## src/hw/conv_pkg.sv

```systemverilog
`default_nettype none

package conv_pkg;

	////////////////////
	// Layer geometry
	localparam int img_width  = 8;
	localparam int img_size   = img_width * img_width;
	localparam int ch_in      = 4;
	localparam int ch_out     = 4;
	localparam int fmap_words = ch_in * img_size;
	localparam int gap_cycles = 4;

	// Partial sums are split into an even and an odd pixel bank
	localparam int psum_depth = img_size / 2;

	////////////////////
	// Payload and index types
	typedef logic signed [7:0]  pixel_t;
	typedef logic signed [7:0]  weight_t;
	typedef logic signed [19:0] acc_t;

	typedef logic [$clog2(img_size)-1:0]   pix_idx_t;
	typedef logic [$clog2(ch_in)-1:0]      ich_t;
	typedef logic [$clog2(ch_out)-1:0]     och_t;
	typedef logic [$clog2(fmap_words)-1:0] fmap_addr_t;

	// Host weight write, 12 bits
	typedef struct packed {
		och_t    och;
		ich_t    ich;
		weight_t value;
	} weight_wr_t;

	// One output pixel, 28 bits
	typedef struct packed {
		och_t     och;
		pix_idx_t pix;
		acc_t     value;
	} result_t;

endpackage

`default_nettype wire

```

## src/hw/fmap_ram.sv

```systemverilog
`timescale 1ns/1ps
`default_nettype none

module fmap_ram #(
	parameter type word_t = logic [7:0],
	parameter int  depth  = 256
) (
	input  wire                     clk,
	input  wire                     en,
	input  wire                     we,
	input  wire [$clog2(depth)-1:0] addr,
	input  wire word_t              wdata,
	output word_t                   rdata
);

	word_t mem [depth];

	// Single port, registered read, old data on a write
	always_ff @(posedge clk) begin
		if (en) begin
			if (we) begin
				mem[addr] <= wdata;
			end
			rdata <= mem[addr];
		end
	end

endmodule

`default_nettype wire

```

## src/hw/fmap_replay.sv

```systemverilog
`timescale 1ns/1ps
`default_nettype none

module fmap_replay import conv_pkg::*; (
	input  wire         clk,
	input  wire         reset,
	input  wire         pxl_valid,
	input  wire pixel_t pxl_in,
	output logic        rp_valid,
	output pixel_t      rp_pixel,
	output logic        rp_first,
	output logic        busy
);

	typedef enum logic [1:0] {st_idle, st_write, st_replay, st_gap} state_t;

	state_t     state;
	fmap_addr_t wr_addr;
	fmap_addr_t rd_addr;
	och_t       pass_cnt;
	logic [$clog2(gap_cycles)-1:0] gap_cnt;

	logic       pxl_valid_q;
	pixel_t     pxl_q;
	logic       mem_en;
	logic       mem_we;
	fmap_addr_t mem_addr;
	pixel_t     mem_rdata;
	logic       rd_issue;
	logic       rd_issue_q;
	logic       first_q;
	logic [1:0] tail_q;

	////////////////////
	// Input register
	always_ff @(posedge clk) begin
		if (reset) begin
			pxl_valid_q <= 1'b0;
		end else begin
			pxl_valid_q <= pxl_valid && (state == st_idle || state == st_write);
		end
	end

	always_ff @(posedge clk) begin
		pxl_q <= pxl_in;
	end

	////////////////////
	// Write, replay and gap sequencing
	always_ff @(posedge clk) begin
		if (reset) begin
			state    <= st_idle;
			wr_addr  <= '0;
			rd_addr  <= '0;
			pass_cnt <= '0;
			gap_cnt  <= '0;
		end else begin
			case (state)
				st_idle: begin
					wr_addr  <= '0;
					pass_cnt <= '0;
					if (pxl_valid) begin
						state <= st_write;
					end
				end
				st_write: begin
					if (pxl_valid_q) begin
						wr_addr <= wr_addr + 1'b1;
						// Last word written, first read follows next cycle
						if (wr_addr == fmap_addr_t'(fmap_words - 1)) begin
							rd_addr <= '0;
							state   <= st_replay;
						end
					end
				end
				st_replay: begin
					rd_addr <= rd_addr + 1'b1;
					if (rd_addr == fmap_addr_t'(fmap_words - 1)) begin
						gap_cnt <= '0;
						if (pass_cnt == och_t'(ch_out - 1)) begin
							state <= st_idle;
						end else begin
							pass_cnt <= pass_cnt + 1'b1;
							state    <= st_gap;
						end
					end
				end
				st_gap: begin
					gap_cnt <= gap_cnt + 1'b1;
					if (gap_cnt == ($bits(gap_cnt))'(gap_cycles - 1)) begin
						rd_addr <= '0;
						state   <= st_replay;
					end
				end
				default: state <= st_idle;
			endcase
		end
	end

	assign rd_issue = (state == st_replay);
	assign mem_en   = rd_issue || (state == st_write && pxl_valid_q);
	assign mem_we   = (state == st_write);
	assign mem_addr = rd_issue ? rd_addr : wr_addr;

	fmap_ram #(
		.word_t(pixel_t),
		.depth (fmap_words)
	) fmap_ram_i (
		.clk  (clk),
		.en   (mem_en),
		.we   (mem_we),
		.addr (mem_addr),
		.wdata(pxl_q),
		.rdata(mem_rdata)
	);

	////////////////////
	// Output delay matching the memory read
	always_ff @(posedge clk) begin
		if (reset) begin
			rd_issue_q <= 1'b0;
			first_q    <= 1'b0;
			rp_valid   <= 1'b0;
			rp_first   <= 1'b0;
			tail_q     <= '0;
		end else begin
			rd_issue_q <= rd_issue;
			first_q    <= rd_issue && (rd_addr == '0);
			rp_valid   <= rd_issue_q;
			rp_first   <= first_q;
			// Covers the two accumulator stages after the last replayed word
			tail_q     <= {tail_q[0], rp_valid};
		end
	end

	always_ff @(posedge clk) begin
		rp_pixel <= mem_rdata;
	end

	assign busy = (state != st_idle) || rd_issue_q || rp_valid || (|tail_q);

endmodule

`default_nettype wire

```

## src/hw/weight_store.sv

```systemverilog
`timescale 1ns/1ps
`default_nettype none

module weight_store import conv_pkg::*; (
	input  wire             clk,
	input  wire             reset,
	input  wire             wr_req,
	input  wire weight_wr_t wr_data,
	output logic            wr_ack,
	input  wire och_t       w_och,
	input  wire ich_t       w_ich,
	output weight_t         w_value
);

	weight_t weights [ch_out][ch_in];

	logic req_rise;

	////////////////////
	// Four-phase slave

	// Ack is req delayed by one cycle, so req high with ack low is the request edge
	assign req_rise = wr_req && !wr_ack;

	always_ff @(posedge clk) begin
		if (reset) begin
			wr_ack <= 1'b0;
		end else begin
			wr_ack <= wr_req;
		end
	end

	// One entry per handshake
	always_ff @(posedge clk) begin
		if (req_rise) begin
			weights[wr_data.och][wr_data.ich] <= wr_data.value;
		end
	end

	////////////////////
	// Lookup for the accumulator
	assign w_value = weights[w_och][w_ich];

endmodule

`default_nettype wire

```

## src/hw/pointwise_accum.sv

```systemverilog
`timescale 1ns/1ps
`default_nettype none

module pointwise_accum import conv_pkg::*; (
	input  wire         clk,
	input  wire         reset,
	input  wire         rp_valid,
	input  wire pixel_t rp_pixel,
	input  wire         rp_first,
	output och_t        w_och,
	output ich_t        w_ich,
	input  wire weight_t w_value,
	output logic        res_valid,
	output result_t     res
);

	typedef logic [$clog2(psum_depth)-1:0] bank_addr_t;

	logic     frame_active;
	pix_idx_t pix_cnt;
	ich_t     ich_cnt;
	och_t     och_cnt;
	pix_idx_t cur_pix;
	ich_t     cur_ich;
	och_t     cur_och;
	acc_t     prod;

	logic     s1_valid;
	pix_idx_t s1_pix;
	ich_t     s1_ich;
	och_t     s1_och;
	acc_t     s1_prod;
	acc_t     psum_rd;
	acc_t     sum;
	logic     s2_write;

	logic       bank_en    [2];
	logic       bank_we    [2];
	bank_addr_t bank_addr  [2];
	acc_t       bank_rdata [2];

	////////////////////
	// Position of the incoming word
	always_comb begin
		if (rp_first) begin
			cur_pix = '0;
			cur_ich = '0;
			cur_och = frame_active ? och_t'(och_cnt + 1'b1) : och_t'(0);
		end else begin
			cur_pix = pix_cnt;
			cur_ich = ich_cnt;
			cur_och = och_cnt;
		end
	end

	always_ff @(posedge clk) begin
		if (reset) begin
			pix_cnt      <= '0;
			ich_cnt      <= '0;
			och_cnt      <= '0;
			frame_active <= 1'b0;
		end else if (rp_valid) begin
			pix_cnt <= cur_pix + 1'b1;
			if (cur_pix == pix_idx_t'(img_size - 1)) begin
				ich_cnt <= cur_ich + 1'b1;
			end else begin
				ich_cnt <= cur_ich;
			end
			och_cnt <= cur_och;
			if (rp_first) begin
				frame_active <= 1'b1;
			end
			// Last word of the last pass closes the frame
			if (cur_pix == pix_idx_t'(img_size - 1) && cur_ich == ich_t'(ch_in - 1) &&
			    cur_och == och_t'(ch_out - 1)) begin
				frame_active <= 1'b0;
			end
		end
	end

	assign w_och = cur_och;
	assign w_ich = cur_ich;
	assign prod  = acc_t'(rp_pixel) * acc_t'(w_value);

	////////////////////
	// Stage 1, product and partial-sum read
	always_ff @(posedge clk) begin
		if (reset) begin
			s1_valid <= 1'b0;
		end else begin
			s1_valid <= rp_valid;
		end
	end

	always_ff @(posedge clk) begin
		s1_pix  <= cur_pix;
		s1_ich  <= cur_ich;
		s1_och  <= cur_och;
		s1_prod <= prod;
	end

	////////////////////
	// Stage 2, add and write back or emit
	assign psum_rd  = bank_rdata[s1_pix[0]];
	assign sum      = ((s1_ich == '0) ? acc_t'(0) : psum_rd) + s1_prod;
	assign s2_write = s1_valid && (s1_ich != ich_t'(ch_in - 1));

	// Stage 2 and stage 1 hold neighbouring pixels, so they never hit the same bank
	for (genvar b = 0; b < 2; b++) begin : g_bank
		assign bank_we[b]   = s2_write && (s1_pix[0] == b);
		assign bank_en[b]   = bank_we[b] || (rp_valid && cur_pix[0] == b);
		assign bank_addr[b] = bank_we[b] ? s1_pix[$bits(pix_idx_t)-1:1] :
		                                   cur_pix[$bits(pix_idx_t)-1:1];

		fmap_ram #(
			.word_t(acc_t),
			.depth (psum_depth)
		) psum_ram_i (
			.clk  (clk),
			.en   (bank_en[b]),
			.we   (bank_we[b]),
			.addr (bank_addr[b]),
			.wdata(sum),
			.rdata(bank_rdata[b])
		);
	end

	always_ff @(posedge clk) begin
		if (reset) begin
			res_valid <= 1'b0;
		end else begin
			res_valid <= s1_valid && (s1_ich == ich_t'(ch_in - 1));
		end
	end

	always_ff @(posedge clk) begin
		res.och   <= s1_och;
		res.pix   <= s1_pix;
		res.value <= sum;
	end

endmodule

`default_nettype wire

```

## src/hw/conv_layer_top.sv

```systemverilog
`timescale 1ns/1ps
`default_nettype none

module conv_layer_top import conv_pkg::*; (
	input  wire             clk,
	input  wire             reset,
	input  wire             wr_req,
	input  wire weight_wr_t wr_data,
	output logic            wr_ack,
	input  wire             pxl_valid,
	input  wire pixel_t     pxl_in,
	output logic            res_valid,
	output result_t         res,
	output logic            busy
);

	logic    rp_valid;
	pixel_t  rp_pixel;
	logic    rp_first;
	och_t    w_och;
	ich_t    w_ich;
	weight_t w_value;

	weight_store weight_store_i (
		.clk    (clk),
		.reset  (reset),
		.wr_req (wr_req),
		.wr_data(wr_data),
		.wr_ack (wr_ack),
		.w_och  (w_och),
		.w_ich  (w_ich),
		.w_value(w_value)
	);

	fmap_replay fmap_replay_i (
		.clk      (clk),
		.reset    (reset),
		.pxl_valid(pxl_valid),
		.pxl_in   (pxl_in),
		.rp_valid (rp_valid),
		.rp_pixel (rp_pixel),
		.rp_first (rp_first),
		.busy     (busy)
	);

	pointwise_accum pointwise_accum_i (
		.clk      (clk),
		.reset    (reset),
		.rp_valid (rp_valid),
		.rp_pixel (rp_pixel),
		.rp_first (rp_first),
		.w_och    (w_och),
		.w_ich    (w_ich),
		.w_value  (w_value),
		.res_valid(res_valid),
		.res      (res)
	);

endmodule

`default_nettype wire

```

## config.mk

```make
export PLATFORM = sky130hd
export DESIGN_NAME = conv_layer_top
export DESIGN_NICKNAME = d
export VERILOG_FILES = /design/src/hw/conv_pkg.sv /design/src/hw/fmap_ram.sv /design/src/hw/fmap_replay.sv /design/src/hw/weight_store.sv /design/src/hw/pointwise_accum.sv /design/src/hw/conv_layer_top.sv
export SDC_FILE = /design/constraint.sdc
export NUM_CORES = 2
export LEC_CHECK = 0
export BUFFER_PORTS_ARGS = -buffer_cell sky130_fd_sc_hd__buf_2
export CORE_MARGIN = 5
export CORE_UTILIZATION = 40
export CTS_BUF_LIST = sky130_fd_sc_hd__clkbuf_8
export CTS_CLUSTER_DIAMETER = 200
export DETAILED_ROUTE_END_ITERATION = 8
export PLACE_DENSITY_LB_ADDON = 0.25
export SLEW_MARGIN = 10
export SYNTH_ARGS = -nofsm -noshare
export SYNTH_HDL_FRONTEND = slang
export SYNTH_SLANG_ARGS = --single-unit
export TNS_END_PERCENT = 100
```

## constraint.sdc

```tcl
create_clock -name clk -period 10.3 [get_ports clk]
set_input_delay 1.545 -clock clk [delete_from_list [all_inputs] [get_ports clk]]
set_output_delay 1.545 -clock clk [all_outputs]
set_load 0.02 [all_outputs]
```

==> impl_metrics.yaml <==
logic_synthesis:
  synth-xor-area-share_pct: 0.2196
  ys_seq_area_share_pct: 79.24
  synth_nets: 7700
  syn-cell-area_mm2: 0.1356
  synth-seq-cells: 3616
  synthAdderAreaFrac_pct: 1.334
  synth_flop_cell: "edfxtp_1"
  synth_top_family_by_area: "compound AO/OA/AOI/OAI gates"
  ys_async_sr_fraction_pct: 0
  yosys_warnings: 0
  syn_area_per_cell_um2: 17.93
  synth_edf_count: 3504
  synth.area.mux_share_pct: 1.088
  synth-simple-area-share_pct: 2.828
  yosysUniqueCellTypes: 72
  synthCells: 7565
  synth_compound_area_share_pct: 13.45
timing:
  rsz0062_at_grt: "no"
  fin_setup_tns_ns: 0
  maxSlewViolCount: 0
  setup_violations: 0
  worst_slack_ns: 3.022
  period_share_pct: 70.66
  skew_ns: 0.1080
  fmax_ghz: 0.1374
  tightest_slew_ns: 1.274
  hold_viol_final: 0
  slew_headroom_pct: 14.77
  min_period_ns: 7.278
detailed_routing:
  wirelength_um: 364700
  num_vias: 75886
  drtIter0Drc: 7796
  dr.pass1.iters: 6
  ant_nets: 0
  drc: 0
  viasPerCell: 5.902
  wl_per_cell_um: 28.37
worst_setup_path:
  worst_path_largest_cell_delay_ns: 0.85
  cp.buffers_inverters: 2
  r2r_setup_slack_ns: 3.02
  start_kind: "register"
  path_cells: "nand2_1 -> mux2i_1 -> a22o_4 -> mux2i_1 -> mux4_2 -> mux2i_1 -> and2_1 -> ha_1 -> fa_1 -> inv_1 -> fa_1 -> fa_1 -> inv_1 -> ha_1 -> nor2b_1 -> o21ai_0 -> a21boi_0 -> o21ai_0 -> a21oi_1 -> o21ai_0 -> mux2i_1 -> nand2_1"
  path_class: "register to register"
  worstReg2RegEnd: "pointwise_accum_i.s1_prod[14]$_DFF_P_"
  crit_top_cell: "mux2i_1"
  endpoint_kind: "register"
  critPathSlowestCell: "a22o_4"
  r2r.worst_path.cells: 22
  arrival_ns: 8.29
  critPathRequiredTime_ns: 11.31
  r2r-start: "fmap_replay_i.rp_first$_SDFF_PP0_"
  path_delay_family: "adder cells"
  crit_fanout: 67
cts:
  post_cts_buffers: 0
  clk_pin_slew_ns: 0.06
  numCtsBuffers: 590
  clkSinkCount: 3616
  cts_tree: "built"
  post_cts_resized: 0
  cts_buffer_depth: 4
  worstSkewPairLatency_ns: 1.17
  htreeDepth: 6
  hold_buffers: 0
  clock_tree.root_cell: "clkbuf_8"
floorplan:
  ios: 55
  die-height_um: 592.3
  initial_core_util_pct: 40.23
  fp-row-count: 213
  die_w_um: 592.3
  coreArea_mm2: 0.3371
  dieArea_mm2: 0.3508
placed_design:
  globalplace.congestion: 0.8559
  dpl_cell_area_mm2: 0.1416
  port_buffers: 54
  dp_slack_ns: 2.996
  place_hpwl_um: 206500
cells_and_area:
  fin_nets: 8024
  drive_gt1_share_pct: 13.02
  areaGrowthSynthToFinish_pct: 12.21
  multi_input_area_mm2: 0.02613
  final_cell_mix: "edfxtp_1, a221oi_1, a22o_1"
  nFillCells: 28985
  final_common_cell: "edfxtp_1"
  register_area_mm2: 0.1075
  fin_area_mm2: 0.1522
run:
  maxCapViolCount: 0
power_and_ir_drop:
  leakage_nw: 48.13
  p_per_area_mw_per_mm2: 201.0
  ir_drop_uv: 162.8
hold_path:
  whs_endpoint: "pointwise_accum_i.res[27]$_DFF_P_"
  hp-start: "pointwise_accum_i.s1_och[1]$_DFF_P_"
  hold_path_class: "register to register"
  hold_depth: 0
global_routing:
  grt_pass1_vias: 75925
  grt_pass1_wl_um: 529900
  grtUsageTotal_pct: 20.18
  grt_antenna_before_repair: 10
  grt_max_degree: 192
  grt-ovfl-total: 0
run_status:
  status: "completed"
routing by layer:
layer	wire length [um]	part of all wire (%)	vias up	track usage (%)
met5	9	0.0025	-	0
met4	11580	3.2	2	6.417
met3	27660	7.6	626	3.597
met2	171200	47	3181	31.94
met1	154300	42	39476	28.53
li1	-	-	32601	-
cell usage after synthesis (all sizes together) (2+ instances only):
master / count / area share, %
mux2: 8 / 0.066
o21a: 10 / 0.055
mux4: 16 / 0.27
edfxtp: 3504 / 78
a21o: 7 / 0.039
o211ai: 4 / 0.022
o21ai: 30 / 0.11
o22ai: 417 / 1.9
xnor2: 26 / 0.17
and3: 10 / 0.046
or3: 9 / 0.042
o311ai: 3 / 0.019
dfxtp: 112 / 1.7
nor2: 409 / 1.1
nor4: 68 / 0.31
a21oi: 44 / 0.16
nand2b: 12 / 0.057
or4: 40 / 0.22
a32oi: 2 / 0.013
a221oi: 834 / 5.4
inv: 109 / 0.30
nand4: 3 / 0.014
nor2b: 23 / 0.11
o31ai: 11 / 0.079
nand2: 125 / 0.36
a21boi: 9 / 0.050
buf: 136 / 0.49
a22oi: 3 / 0.017
ha: 55 / 0.51
xor2: 8 / 0.052
clkbuf: 379 / 1.0
a2111o: 10 / 0.083
and4: 2 / 0.013
nand3: 31 / 0.12
and2: 53 / 0.24
a22o: 834 / 5.4
mux2i: 102 / 0.76
nand3b: 4 / 0.022
nor3: 20 / 0.074
a211oi: 3 / 0.017
a31o: 3 / 0.019
or2: 4 / 0.018
o31a: 2 / 0.013
fa: 56 / 0.83
report_power, final:
group / switching, mW / internal, mW / leakage [nW] / total, mW
clock network: 5.62 / 5.66 / 6.11 / 11.3
registers: 0.105 / 16.9 / 32.4 / 17.0
logic: 1.76 / 0.532 / 9.59 / 2.29
total: 7.48 / 23.1 / 48.1 / 30.6
worst max path at each step:
stage                                              from                                                          end  slack, ns  cells past startpoint
global placement      fmap_replay_i.rp_first$_SDFF_PP0_                        pointwise_accum_i.s1_prod[14]$_DFF_P_       3.16                     22
detailed placement    fmap_replay_i.rp_first$_SDFF_PP0_                        pointwise_accum_i.s1_prod[14]$_DFF_P_       3.00                     20
finish                fmap_replay_i.rp_first$_SDFF_PP0_                        pointwise_accum_i.s1_prod[14]$_DFF_P_       3.02                     22
floorplan           pointwise_accum_i.s1_pix[0]$_DFF_P_  pointwise_accum_i.g_bank[0].psum_ram_i.mem[0][17]$_DFFE_PP_       3.66                     12
global route          fmap_replay_i.rp_first$_SDFF_PP0_                        pointwise_accum_i.s1_prod[14]$_DFF_P_       2.45                     23
CTS                   fmap_replay_i.rp_first$_SDFF_PP0_                        pointwise_accum_i.s1_prod[14]$_DFF_P_       2.96                     22
sequential cells by signal, summed over array words and instances, names as in the netlist, 2 cells and up:
name	cells
weight_store_i.weights	128
pointwise_accum_i.g_bank.psum_ram_i.mem	1280
pointwise_accum_i.s1_prod	16
fmap_replay_i.pxl_q	8
fmap_replay_i.state	2
fmap_replay_i.pass_cnt	2
pointwise_accum_i.g_bank.psum_ram_i.rdata	40
fmap_replay_i.wr_addr	8
pointwise_accum_i.s1_pix	6
pointwise_accum_i.ich_cnt	2
fmap_replay_i.rd_addr	8
fmap_replay_i.fmap_ram_i.rdata	8
pointwise_accum_i.s1_och	2
fmap_replay_i.gap_cnt	2
fmap_replay_i.tail_q	2
fmap_replay_i.rp_pixel	8
pointwise_accum_i.och_cnt	2
pointwise_accum_i.pix_cnt	6
fmap_replay_i.fmap_ram_i.mem	2048
pointwise_accum_i.res	28
pointwise_accum_i.s1_ich	2
per-stage QoR:
stage	hold slack [ns]	utilization, %	power [mW]	instances
after floorplan	0.3096	-	18.55	7565
after global placement	0.3226	42.01	19.57	11812
after detailed placement	0.3135	42.01	19.63	11812
after CTS	0.3280	45.13	30.87	12850
after global routing	0.3316	45.14	31.72	12852
final	0.3285	45.14	30.59	12858
layout make-up:
type,instances,area share [%]
Clock inverter,424,1.362
Clock buffer,614,5.553
Timing Repair Buffer,247,1.286
Antenna cell,8,0.01315
Multi-Input combinational cell,3325,17.17
Tap cell,4515,3.712
Sequential cell,3616,70.63
Inverter,109,0.2689
logic make-up after synthesis:
kind of cell               after synthesis
AOI/OAI and AO/OA                     2234
xor gates and xnor gates                34
adders and majority gates              111
buffers and inverters                  624
DFF                                   3616
muxes                                  126
and+or+nand+nor                        820
No activity file was read; power rests on OpenSTA's default activity.
